<file path="config.mk">
export PLATFORM = sky130hd
export DESIGN_NAME = rv_core_ex
export DESIGN_NICKNAME = d
export VERILOG_FILES = /design/src/hdl/rv_pkg.sv /design/src/hdl/rv_alu.sv /design/src/hdl/rv_core_ex.sv /design/src/hdl/rv_exu.sv /design/src/hdl/rv_idu.sv
export VERILOG_INCLUDE_DIRS = /design/src /design/src/hdl
export SDC_FILE = /design/constraint.sdc
export NUM_CORES = 1
export LEC_CHECK = 0
export BUFFER_PORTS_ARGS = -buffer_cell sky130_fd_sc_hd__buf_4
export CAP_MARGIN = 15
export CELL_PAD_IN_SITES_DETAIL_PLACEMENT = 1
export CELL_PAD_IN_SITES_GLOBAL_PLACEMENT = 1
export CORE_ASPECT_RATIO = 0.6
export CORE_UTILIZATION = 30
export DETAILED_ROUTE_END_ITERATION = 6
export PLACE_DENSITY_LB_ADDON = 0.1
export RECOVER_POWER = 25
export SYNTH_ARGS = -nofsm -noshare
export SYNTH_HDL_FRONTEND = slang
export SYNTH_SLANG_ARGS = --single-unit
export TNS_END_PERCENT = 100
</file>
<file path="constraint.sdc">
create_clock -name clk -period 17.9 [get_ports clk]
set_clock_uncertainty 0.15 [all_clocks]
set_input_delay 0.895 -clock clk [delete_from_list [all_inputs] [get_ports clk]]
set_output_delay 0.895 -clock clk [all_outputs]
set_load 0.03 [all_outputs]
</file>
<file path="src/hdl/rv_defines.svh">
`ifndef RV_DEFINES_SVH
`define RV_DEFINES_SVH

`define RV_XLEN       32
`define RV_ALU_OP_WD  12

// RV32I major opcodes.
`define RV_OPC_OP      7'b0110011
`define RV_OPC_OPIMM   7'b0010011
`define RV_OPC_LUI     7'b0110111
`define RV_OPC_AUIPC   7'b0010111
`define RV_OPC_JAL     7'b1101111
`define RV_OPC_JALR    7'b1100111
`define RV_OPC_BRANCH  7'b1100011
`define RV_OPC_LOAD    7'b0000011
`define RV_OPC_STORE   7'b0100011
`define RV_OPC_SYSTEM  7'b1110011

// Bit positions in the one-hot ALU select.
`define RV_ALU_ADD   0
`define RV_ALU_SUB   1
`define RV_ALU_SLT   2
`define RV_ALU_SLTU  3
`define RV_ALU_AND   4
`define RV_ALU_OR    5
`define RV_ALU_XOR   6
`define RV_ALU_SLL   7
`define RV_ALU_SRL   8
`define RV_ALU_SRA   9
`define RV_ALU_LUI   10
`define RV_ALU_CMP   11

`endif

</file>
<file path="src/hdl/rv_pkg.sv">
`default_nettype none

`include "rv_defines.svh"

package rv_pkg;

    typedef logic [`RV_XLEN-1:0]      word_t;
    typedef logic [31:0]              inst_t;
    typedef logic [`RV_ALU_OP_WD-1:0] alu_op_t;
    typedef logic [2:0]               br_cond_t;

    ////////////////////
    // Decoder to execute.
    ////////////////////
    typedef struct packed {
        word_t    imm;
        alu_op_t  alu_op;
        br_cond_t br_cond;
        logic     src1_is_pc;
        logic     src2_is_imm;
        logic     is_jump;      // jal or jalr.
        logic     is_branch;
        logic     is_load;
        logic     is_store;
        logic     ecall_en;
        logic     mret_en;
        logic     ebreak;
        logic     inst_bad;
    } decode_t;

    // Register file and CSR reads.
    typedef struct packed {
        word_t src1;
        word_t src2;
        word_t mtvec;
        word_t mepc;
    } operand_t;

    ////////////////////
    // Execute to load-store.
    ////////////////////
    typedef struct packed {
        word_t result;
        word_t store_data;
    } ex_out_t;

    typedef enum logic {
        IDLE,
        BUSY
    } exu_state_t;

endpackage

`default_nettype wire

</file>
<file path="src/hdl/rv_alu.sv">
`timescale 1ns/1ps
`default_nettype none

`include "rv_defines.svh"

module rv_alu (
    input  rv_pkg::alu_op_t  alu_op,
    input  rv_pkg::br_cond_t br_cond,
    input  wire              is_branch,
    input  rv_pkg::word_t    a,
    input  rv_pkg::word_t    b,
    input  rv_pkg::word_t    c,
    input  rv_pkg::word_t    d,
    output rv_pkg::word_t    result1,
    output logic             cond_true
);

    import rv_pkg::*;

    word_t      sum;
    word_t      diff;
    word_t      slt_res;
    word_t      sltu_res;
    word_t      sra_res;
    logic [4:0] shamt;
    logic       cmp_eq;
    logic       cmp_lt;
    logic       cmp_ltu;
    logic       cmp_hit;

    ////////////////////
    // Primary result.
    ////////////////////
    assign shamt    = b[4:0];
    assign sum      = a + b;
    assign diff     = a - b;
    assign slt_res  = {{(`RV_XLEN-1){1'b0}}, $signed(a) < $signed(b)};
    assign sltu_res = {{(`RV_XLEN-1){1'b0}}, a < b};
    assign sra_res  = $signed(a) >>> shamt;

    // One-hot select, so an empty op gives zero.
    assign result1 =
        ({`RV_XLEN{alu_op[`RV_ALU_ADD] | alu_op[`RV_ALU_CMP]}} & sum) |
        ({`RV_XLEN{alu_op[`RV_ALU_SUB]}}  & diff)     |
        ({`RV_XLEN{alu_op[`RV_ALU_SLT]}}  & slt_res)  |
        ({`RV_XLEN{alu_op[`RV_ALU_SLTU]}} & sltu_res) |
        ({`RV_XLEN{alu_op[`RV_ALU_AND]}}  & (a & b))  |
        ({`RV_XLEN{alu_op[`RV_ALU_OR]}}   & (a | b))  |
        ({`RV_XLEN{alu_op[`RV_ALU_XOR]}}  & (a ^ b))  |
        ({`RV_XLEN{alu_op[`RV_ALU_SLL]}}  & (a << shamt)) |
        ({`RV_XLEN{alu_op[`RV_ALU_SRL]}}  & (a >> shamt)) |
        ({`RV_XLEN{alu_op[`RV_ALU_SRA]}}  & sra_res)  |
        ({`RV_XLEN{alu_op[`RV_ALU_LUI]}}  & b);

    ////////////////////
    // Branch compare.
    ////////////////////
    assign cmp_eq  = c == d;
    assign cmp_lt  = $signed(c) < $signed(d);
    assign cmp_ltu = c < d;

    always_comb begin
        case (br_cond)
            3'b000:  cmp_hit = cmp_eq;    // beq.
            3'b001:  cmp_hit = !cmp_eq;   // bne.
            3'b100:  cmp_hit = cmp_lt;
            3'b101:  cmp_hit = !cmp_lt;
            3'b110:  cmp_hit = cmp_ltu;
            3'b111:  cmp_hit = !cmp_ltu;
            default: cmp_hit = 1'b0;
        endcase
    end

    assign cond_true = is_branch && cmp_hit;

endmodule

`default_nettype wire

</file>
<file path="src/hdl/rv_core_ex.sv">
`timescale 1ns/1ps
`default_nettype none

module rv_core_ex (
    input  wire                 clk,
    input  wire                 rst,
    input  wire                 in_valid,
    output logic                in_ready,
    input  rv_pkg::inst_t       inst,
    input  rv_pkg::word_t       pc,
    input  rv_pkg::operand_t    ops,
    input  wire                 lsu_ready,
    output logic                exu_valid,
    output rv_pkg::ex_out_t     ex_out,
    output rv_pkg::word_t       dnpc,
    output logic                ebreak,
    output logic                inst_bad
);

    import rv_pkg::*;

    logic     idu_valid;
    logic     exu_ready;
    decode_t  dec;
    word_t    idu_pc;
    operand_t idu_ops;

    rv_idu u_idu (
        .clk       (clk),
        .rst       (rst),
        .in_valid  (in_valid),
        .in_ready  (in_ready),
        .inst      (inst),
        .pc        (pc),
        .ops       (ops),
        .idu_valid (idu_valid),
        .exu_ready (exu_ready),
        .dec       (dec),
        .pc_q      (idu_pc),
        .ops_q     (idu_ops)
    );

    rv_exu u_exu (
        .clk       (clk),
        .rst       (rst),
        .idu_valid (idu_valid),
        .exu_ready (exu_ready),
        .dec       (dec),
        .pc        (idu_pc),
        .ops       (idu_ops),
        .lsu_ready (lsu_ready),
        .exu_valid (exu_valid),
        .ex_out    (ex_out),
        .dnpc      (dnpc),
        .ebreak    (ebreak),
        .inst_bad  (inst_bad)
    );

endmodule

`default_nettype wire

</file>
<file path="src/hdl/rv_exu.sv">
`timescale 1ns/1ps
`default_nettype none

`include "rv_defines.svh"

module rv_exu (
    input  wire                 clk,
    input  wire                 rst,
    input  wire                 idu_valid,
    output logic                exu_ready,
    input  rv_pkg::decode_t     dec,
    input  rv_pkg::word_t       pc,
    input  rv_pkg::operand_t    ops,
    input  wire                 lsu_ready,
    output logic                exu_valid,
    output rv_pkg::ex_out_t     ex_out,
    output rv_pkg::word_t       dnpc,
    output logic                ebreak,
    output logic                inst_bad
);

    import rv_pkg::*;

    exu_state_t state;
    exu_state_t state_nxt;
    logic       accept;
    logic       finish;

    decode_t    dec_r;
    word_t      pc_r;
    operand_t   ops_r;

    word_t      alu_a;
    word_t      alu_b;
    word_t      alu_res;
    logic       br_taken;
    word_t      snpc;
    word_t      dnpc_d;
    ex_out_t    ex_out_d;

    ////////////////////
    // Control.
    ////////////////////
    assign exu_ready = state == IDLE;
    assign accept    = idu_valid && exu_ready;
    assign finish    = state == BUSY && lsu_ready;

    always_comb begin
        case (state)
            IDLE:    state_nxt = accept ? BUSY : IDLE;
            BUSY:    state_nxt = lsu_ready ? IDLE : BUSY;
            default: state_nxt = IDLE;
        endcase
    end

    always_ff @(posedge clk or negedge rst) begin
        if (!rst)
            state <= IDLE;
        else
            state <= state_nxt;
    end

    always_ff @(posedge clk) begin
        if (accept) begin
            dec_r <= dec;
            pc_r  <= pc;
            ops_r <= ops;
        end
    end

    ////////////////////
    // Datapath.
    ////////////////////
    assign alu_a = dec_r.src1_is_pc  ? pc_r      : ops_r.src1;
    assign alu_b = dec_r.src2_is_imm ? dec_r.imm : ops_r.src2;

    rv_alu u_alu (
        .alu_op    (dec_r.alu_op),
        .br_cond   (dec_r.br_cond),
        .is_branch (dec_r.is_branch),
        .a         (alu_a),
        .b         (alu_b),
        .c         (ops_r.src1),
        .d         (ops_r.src2),
        .result1   (alu_res),
        .cond_true (br_taken)
    );

    assign snpc   = pc_r + `RV_XLEN'd4;
    assign dnpc_d = dec_r.ecall_en ? ops_r.mtvec :
                    dec_r.mret_en  ? ops_r.mepc  :
                    dec_r.is_jump  ? {alu_res[`RV_XLEN-1:1], 1'b0} :
                    br_taken       ? alu_res     :
                                     snpc;

    assign ex_out_d.result     = dec_r.is_jump ? snpc : alu_res;  // Link address.
    assign ex_out_d.store_data = ops_r.src2;

    always_ff @(posedge clk or negedge rst) begin
        if (!rst) begin
            exu_valid <= 1'b0;
            ex_out    <= '0;
            dnpc      <= '0;
            ebreak    <= 1'b0;
            inst_bad  <= 1'b0;
        end else begin
            exu_valid <= finish;  // One cycle pulse.
            if (finish) begin
                ex_out   <= ex_out_d;
                dnpc     <= dnpc_d;
                ebreak   <= dec_r.ebreak;
                inst_bad <= dec_r.inst_bad;
            end
        end
    end

endmodule

`default_nettype wire

</file>
<file path="src/hdl/rv_idu.sv">
`timescale 1ns/1ps
`default_nettype none

`include "rv_defines.svh"

module rv_idu (
    input  wire                 clk,
    input  wire                 rst,
    input  wire                 in_valid,
    output logic                in_ready,
    input  rv_pkg::inst_t       inst,
    input  rv_pkg::word_t       pc,
    input  rv_pkg::operand_t    ops,
    output logic                idu_valid,
    input  wire                 exu_ready,
    output rv_pkg::decode_t     dec,
    output rv_pkg::word_t       pc_q,
    output rv_pkg::operand_t    ops_q
);

    import rv_pkg::*;

    logic [6:0] opcode;
    logic [2:0] funct3;
    logic [6:0] funct7;
    word_t      imm_i, imm_s, imm_b, imm_u, imm_j;
    logic       bad;
    decode_t    dec_d;

    assign opcode = inst[6:0];
    assign funct3 = inst[14:12];
    assign funct7 = inst[31:25];

    assign imm_i = {{20{inst[31]}}, inst[31:20]};
    assign imm_s = {{20{inst[31]}}, inst[31:25], inst[11:7]};
    assign imm_b = {{19{inst[31]}}, inst[31], inst[7], inst[30:25], inst[11:8], 1'b0};
    assign imm_u = {inst[31:12], 12'b0};
    assign imm_j = {{11{inst[31]}}, inst[31], inst[19:12], inst[20], inst[30:21], 1'b0};

    // Shared by OP and OP-IMM; alt picks sub or sra.
    function automatic alu_op_t alu_sel(input logic [2:0] f3, input logic alt);
        alu_op_t op;
        op = '0;
        case (f3)
            3'b000:  op[alt ? `RV_ALU_SUB : `RV_ALU_ADD] = 1'b1;
            3'b001:  op[`RV_ALU_SLL] = 1'b1;
            3'b010:  op[`RV_ALU_SLT] = 1'b1;
            3'b011:  op[`RV_ALU_SLTU] = 1'b1;
            3'b100:  op[`RV_ALU_XOR] = 1'b1;
            3'b101:  op[alt ? `RV_ALU_SRA : `RV_ALU_SRL] = 1'b1;
            3'b110:  op[`RV_ALU_OR] = 1'b1;
            default: op[`RV_ALU_AND] = 1'b1;
        endcase
        return op;
    endfunction

    ////////////////////
    // Decode.
    ////////////////////
    always_comb begin
        dec_d = '0;
        bad   = 1'b0;
        case (opcode)
            `RV_OPC_OP: begin
                dec_d.alu_op = alu_sel(funct3, funct7[5]);
                bad = !(funct7 == 7'h00 ||
                        (funct7 == 7'h20 && (funct3 == 3'b000 || funct3 == 3'b101)));
            end
            `RV_OPC_OPIMM: begin
                dec_d.alu_op      = alu_sel(funct3, funct3 == 3'b101 && funct7[5]);
                dec_d.imm         = imm_i;
                dec_d.src2_is_imm = 1'b1;
                if (funct3 == 3'b001)
                    bad = funct7 != 7'h00;
                else if (funct3 == 3'b101)
                    bad = funct7 != 7'h00 && funct7 != 7'h20;
            end
            `RV_OPC_LUI, `RV_OPC_AUIPC: begin
                dec_d.alu_op[(opcode == `RV_OPC_LUI) ? `RV_ALU_LUI : `RV_ALU_ADD] = 1'b1;
                dec_d.imm         = imm_u;
                dec_d.src1_is_pc  = opcode == `RV_OPC_AUIPC;
                dec_d.src2_is_imm = 1'b1;
            end
            `RV_OPC_JAL, `RV_OPC_JALR: begin
                dec_d.alu_op[`RV_ALU_ADD] = 1'b1;
                dec_d.imm         = (opcode == `RV_OPC_JAL) ? imm_j : imm_i;
                dec_d.src1_is_pc  = opcode == `RV_OPC_JAL;
                dec_d.src2_is_imm = 1'b1;
                dec_d.is_jump     = 1'b1;
                bad = opcode == `RV_OPC_JALR && funct3 != 3'b000;
            end
            `RV_OPC_BRANCH: begin
                dec_d.alu_op[`RV_ALU_CMP] = 1'b1;  // Target is pc + imm.
                dec_d.imm         = imm_b;
                dec_d.br_cond     = funct3;
                dec_d.src1_is_pc  = 1'b1;
                dec_d.src2_is_imm = 1'b1;
                dec_d.is_branch   = 1'b1;
                bad = funct3 == 3'b010 || funct3 == 3'b011;
            end
            `RV_OPC_LOAD, `RV_OPC_STORE: begin
                dec_d.alu_op[`RV_ALU_ADD] = 1'b1;
                dec_d.imm         = (opcode == `RV_OPC_LOAD) ? imm_i : imm_s;
                dec_d.src2_is_imm = 1'b1;
                dec_d.is_load     = opcode == `RV_OPC_LOAD;
                dec_d.is_store    = opcode == `RV_OPC_STORE;
                if (opcode == `RV_OPC_LOAD)
                    bad = funct3 == 3'b011 || funct3 == 3'b110 || funct3 == 3'b111;
                else
                    bad = funct3[2] || funct3 == 3'b011;
            end
            `RV_OPC_SYSTEM: begin
                // Only ecall, ebreak and mret; CSR ops fall out as bad.
                case (inst[31:7])
                    25'h0000000: dec_d.ecall_en = 1'b1;
                    25'h0002000: dec_d.ebreak   = 1'b1;
                    25'h0604000: dec_d.mret_en  = 1'b1;
                    default:     bad = 1'b1;
                endcase
            end
            default: bad = 1'b1;
        endcase
        if (bad) begin
            dec_d          = '0;
            dec_d.inst_bad = 1'b1;
        end
    end

    ////////////////////
    // One-entry output register.
    ////////////////////
    assign in_ready = !idu_valid || exu_ready;

    always_ff @(posedge clk or negedge rst) begin
        if (!rst) begin
            idu_valid <= 1'b0;
        end else if (in_valid && in_ready) begin
            idu_valid <= 1'b1;
        end else if (exu_ready) begin
            idu_valid <= 1'b0;  // Taken by execute.
        end
    end

    always_ff @(posedge clk) begin
        if (in_valid && in_ready) begin
            dec   <= dec_d;
            pc_q  <= pc;
            ops_q <= ops;
        end
    end

endmodule

`default_nettype wire

</file>
* Word-level counts from Yosys, hierarchy flattened
Cells that the tools add are included.
** Cells by class
- Shift-type cells :: 3
- $mul :: 0
- Add/subtract/negate cells :: 3
- Divide/modulo/power cells :: 0
- Reductions and logical operators :: 40
- Eq/ne operators :: 28
- Bitwise logic cells :: 28
- Mux-type cells :: 63
- Magnitude comparators :: 14
** Operators by type and width (number)
- $or 32x32->32 :: 11
- $and 32x32->32 :: 10
- $mux 32 :: 7
- $ge 32x1->1 const B :: 5
- $lt 32x6->1 const B :: 5
- $pmux 32 s5 :: 1
- $lt 32x32->1 :: 4
- $and 32x1->32 :: 2
- $pmux 1 s3 :: 13
- $add 32x3->32 const B :: 1
- $add 32x32->32 :: 1
- $eq 32x32->1 :: 1
- $shl 32x5->32 :: 1
- $shr 32x5->32 :: 1
- $sshr 32x5->32 :: 1
- $sub 32x32->32 :: 1
- $xor 32x32->32 :: 1
- $pmux 10 s3 :: 1
- $eq 7x6->1 const B :: 4
- $eq 7x7->1 const B :: 4
- $eq 25x14->1 const B :: 1
- $eq 25x23->1 const B :: 1
- $logic_not 25->1 :: 1
- $eq 3x3->1 const B :: 8
- other kinds (31) :: 93
** Word-level totals
- ROM bits :: 0
- Register bits after elaboration :: 531
- Bits in latches :: 0
- Input bits :: 196
- Logic and storage cells :: 219
- Memories kept :: 0
- RAM bits :: 0

* Depth between registers and ports, before layout
- Depth in word-level cells :: 17
- Mapped depth :: 19

* Cells and area by module
Synthesis repeated with hierarchy kept, for this count alone.
** Unflattened totals
- Cells, all modules :: 2824
- Area, all modules :: 30003.8 um^2
** By module, submodules not included
- rv_exu :: area each 12695.9 um^2, seq. area each 8958.6 um^2, cells each 954, times used 1
- rv_alu :: area each 9593.0 um^2, seq. area each 0.0 um^2, cells each 1458, times used 1
- rv_idu :: area each 7714.9 um^2, seq. area each 6511.2 um^2, cells each 412, times used 1

* Least setup slack after synthesis
No wires, ideal clock.
- Path type :: register to register
- Start :: reg u_exu.state
- End :: reg u_exu.dec_r[0] (netlist bit) (enable)
- Cell stages (with the launch flop) :: 2
- Library setup time :: 817 ps
- Buffers on the path :: 0
- Clock period less this slack :: 10802 ps
- Arrival time :: 9834 ps
- Setup slack :: 7098 ps
- Path through :: dfrtp_1 nor2b_1
** On the way
- Cells in the longest elaborated chain, start to end :: 2
** Ends and longest elaborated chain
- from (decl) :: line rv_exu.sv:24 : exu_state_t state;
- from (signal assigned) :: line rv_exu.sv:60 : state <= state_nxt;
- $not 1->1 :: line rv_exu.sv:44 : assign exu_ready = state == IDLE;
- $logic_and 1x1->1 :: line rv_exu.sv:45 : assign accept = idu_valid && exu_ready;
- named net u_exu.accept :: line rv_exu.sv:26 : logic accept;
- to (signal assigned) :: line rv_exu.sv:65 : dec_r <= dec;
- to (decl) :: line rv_exu.sv:29 : decode_t dec_r;
The timed path passes the listed nets, and every way through them passes these cells.
A chain may end at the register's enable or synchronous reset.

* Final worst setup path
- Start :: reg u_exu.dec_r[8] (netlist bit)
- End :: reg u_exu.dnpc[12]
** On the way
- Cells in the longest elaborated chain, start to end :: 17
** Ends and longest elaborated chain
- $mux 32 * :: line rv_exu.sv:75 : assign alu_b = dec_r.src2_is_imm ? dec_r.imm : ops_r.src2;
- $add 32x32->32 / $sub 32x32->32 (equally long branches) :: line rv_alu.sv:35, rv_alu.sv:36
- $and 32x32->32 (on tied branches) :: line rv_alu.sv:43, rv_alu.sv:44
- $or 32x32->32 (9 in series) :: line rv_alu.sv:43 : ({`RV_XLEN{alu_op[`RV_ALU_ADD] | alu_op[`RV_ALU_CMP]}} & sum) |
- $or 32x32->32 * :: line rv_alu.sv:43
- $mux 32 :: line rv_exu.sv:93 : br_taken ? alu_res :
- $mux 32 * :: line rv_exu.sv:92 : dec_r.is_jump ? {alu_res[`RV_XLEN-1:1], 1'b0} :
- $mux 32 * :: line rv_exu.sv:91 : dec_r.mret_en ? ops_r.mepc :
- $mux 32 * :: line rv_exu.sv:90 : assign dnpc_d = dec_r.ecall_en ? ops_r.mtvec :
- to (signal assigned) :: line rv_exu.sv:110 : dnpc <= dnpc_d;
- to (decl) :: line rv_exu.sv:17 : output rv_pkg::word_t dnpc,
Every way passes the cells marked *; elsewhere a longest branch is shown, timed or not.

==> results.cfg <==
[status]
status = complete, but fails checks
violations = DRC

[grt]
antenna_found_initial = 4
gr-total-overflow = 0
grt_use_total_pct = 28.5
grt_max_degree = 156
grt_pass1_vias = 25156
grt_first_pass_wirelength_um = 200000

[routing]
first_iter_violations = 2665
routed_wirelength_um = 144000
ant_nets = 0
firstDrtPassIters = 7
vias = 24962
wire_per_inst_um = 33.0
avgViaCountPerCell = 5.73
drc = 1

[logic_synthesis]
synth_area_leaders = edfxtp_1 44%, dfrtp_1 8.6%, ha_1 5.5%
ys_async_sr_fraction_pct = 19.1
ys_seq_area_share_pct = 52.2
synth_area_per_cell_um2 = 10.7
yosysTopAreaCellShare_pct = 43.6
syn-num-nets = 3081
ys_seq_elements = 529
syn-cell-area_mm2 = 0.0295
synth_cells = 2753
synth_edf_count = 428
synth_top_cell_by_area = edfxtp_1
yosys-top-cells-count = 428 x edfxtp_1, 340 x nand2_1, 192 x o21ai_0, 181 x a21oi_1
synth_warnings = 0
yosysMostFrequentCell = edfxtp_1
synth_ff_type = edfxtp_1
yosysUniqueCellTypes = 101

[critical_path]
cp_cell_sequence = buf_4 > mux2i_4 > buf_4 > inv_4 > ha_1 > fa_1 > a211oi_1 > o211ai_1 > a2111o_1 > nand2_1 > o211ai_1 > a221oi_1 > o21ai_0 > o21ai_0 > a21oi_1
worst_ep_arrival_time_ps = 7170
crit_path_start_kind = flop
critical_path_class = flop to flop
cp.required_ps = 18230
cpMaxStageDelayCell = a221oi_1
max_stage_delay_ps = 910
cp-end-kind = flop
path_max_fanout = 59

[die]
io-pin-count = 296
die_area_mm2 = 0.0996
rows = 88
die_h_um = 245
die_x_um = 407
initial_utilization_pct = 30.5
coreArea_mm2 = 0.0968

[flow_run]
maxCapViolCount = 0

[layout]
final_core_util_pct = 36.2
nets = 3335
area.growth.synth_to_final_pct = 18.7
drive_above_1_share_pct = 18.2

[sta]
grt_setup_unrepaired = false
layout_min_cycle_time_ps = 6840
slew_headroom_pct = 13.4
hold-worst-slack_ps = 228
finalHoldViolations = 0
tns_ps = 0
setup_ws_ps = 11060
fin_crit_sh_pct = 38.2
timing.fmax_mhz = 146
drv_slew = 0
setup-violations-final = 0
worst_pin_slew_ps = 1290

[clock_network]
cts-root-buf = clkbuf_16
cts.htree.levels = 2
clkLatencyLatePin_ps = 640
cts.sinks = 529
cts_tree = built
cts_resized = 0
cts_max_path_buffers = 3
clkTransAtPathRegs_ps = 70
cts_buffers = 52
cts_setup_buffers = 0
postCtsHoldBufs = 0

[power_and_ir_drop]
p_leak_nw = 13.5
p_switching_mw = 1.93
p_int_mw = 2.76
pwr-share-comb_pct = 39.0
ir_drop_mv = 0.0797
p_seq_share_pct = 35.3
pwr-share-clk_pct = 25.8
power.share.switching_pct = 41.1
p_per_area_mw_per_mm2 = 134

[place]
pre_cts_slack_ps = 11200
gp_congestion = 0.980
place_hpwl_um = 113000
placement.io_buffers = 295

[min_path]
hp-class = input port to async pin
==> flip-flops by register name (all words and copies together), names as in the netlist <==
name             flops
u_idu.ops_q        128
u_exu.ops_r         96
u_exu.ex_out        64
u_exu.dec_r         54
u_idu.dec           54
u_exu.dnpc          32
u_exu.ex_out_d      32
u_exu.pc_r          32
u_idu.pc_q          32
u_exu.ebreak         1
u_exu.exu_valid      1
u_exu.inst_bad       1
u_exu.state          1
u_idu.idu_valid      1
==> power groups by stage <==
stage / Combinational [mW] / Clock (mW) / Sequential (mW)
after floorplan: 0.896 / 0 / 1.77
after global placement: 1.78 / 0 / 1.68
after detailed placement: 1.78 / 0 / 1.68
after CTS: 1.79 / 1.24 / 1.66
after global routing: 1.91 / 1.28 / 1.67
final: 1.83 / 1.21 / 1.65
==> cells in the final DEF, fill, tap and decap left out, types with 18 or more instances in the layout <==
cell type / instances
nor3_1: 46
o211ai_1: 32
xor2_1: 23
a31oi_1: 25
mux2i_2: 24
o21ai_0: 184
a221oi_1: 30
mux2i_1: 119
o31ai_1: 21
buf_4: 203
mux2_2: 18
a21oi_1: 181
dfrtp_1: 101
and3_1: 27
o21ai_1: 24
o21bai_1: 20
inv_1: 158
a211oi_1: 22
a222oi_1: 28
clkbuf_16: 53
nor2_1: 157
o22ai_1: 25
ha_1: 130
nand2_1: 339
nand3_1: 82
clkbuf_4: 144
edfxtp_1: 428
==> per-stage QoR <==
stage,instances,total power [mW],cell area [µm²]
after floorplan,2753,2.67,29500
after global routing,4356,4.87,35000
after CTS,4354,4.68,35000
after detailed placement,4256,3.46,33100
after global placement,4256,3.46,33100
final,4359,4.69,35000
==> metal layers <==
| layer | part of all wire, % | global-route usage [%] | wire [µm] |
|---|---|---|---|
| met5 | 0 | 0 | 0 |
| met4 | 2.0 | 5.72 | 2930 |
| met3 | 7.8 | 6.83 | 11200 |
| met2 | 41 | 40.4 | 59300 |
| met1 | 49 | 43.3 | 70500 |
==> layout make-up <==
type | count | area [µm²]
inverter | 171 | 647
antenna | 3 | 7.51
fill | 10639 | 61800
tap | 1305 | 1630
sequential | 529 | 15400
clock buffer | 59 | 1370
clock inverter | 39 | 532
timing repair buffer | 363 | 2700
multi-input combinational | 1890 | 12700
==> worst paths after layout <==
kind	cells after the start	endpoint	slack, ps	startpoint
max	15	u_exu.dnpc[12]	11060	u_exu.dec_r[8]
min	1	u_exu.dnpc[2]	230	rst
max reg2reg	15	u_exu.dnpc[12]	11060	u_exu.dec_r[8]
min reg2reg	0	u_exu.ops_r[51]	250	u_idu.ops_q[51]
max in group asynchronous	2	u_exu.ex_out[19]	16040	rst
min in group clk	0	u_exu.ops_r[51]	250	u_idu.ops_q[51]
==> logic make-up (layout without fill, tap and decap cells) <==
family | after synthesis | in the layout | synth area share (%)
muxes | 174 | 174 | 6.71
and+or+nand+nor | 770 | 770 | 11.7
DFF | 529 | 529 | 52.2
buffers and inverters | 334 | 632 | 4.85
xor gates and xnor gates | 38 | 38 | 1.13
other | 0 | 3 | 0
adders and majority gates | 133 | 133 | 5.69
AOI/OAI and AO/OA | 775 | 775 | 17.7
==> worst max-delay path, delay by kind of cell, from the launching register on <==
family	cells	cell delay (ps)
AOI/OAI and AO/OA	8	3210
DFF	1	320
adders and majority gates	2	960
buffers and inverters	3	1410
and+or+nand+nor	1	270
muxes	1	320
Note: power is estimated with default switching activity, not from simulation.
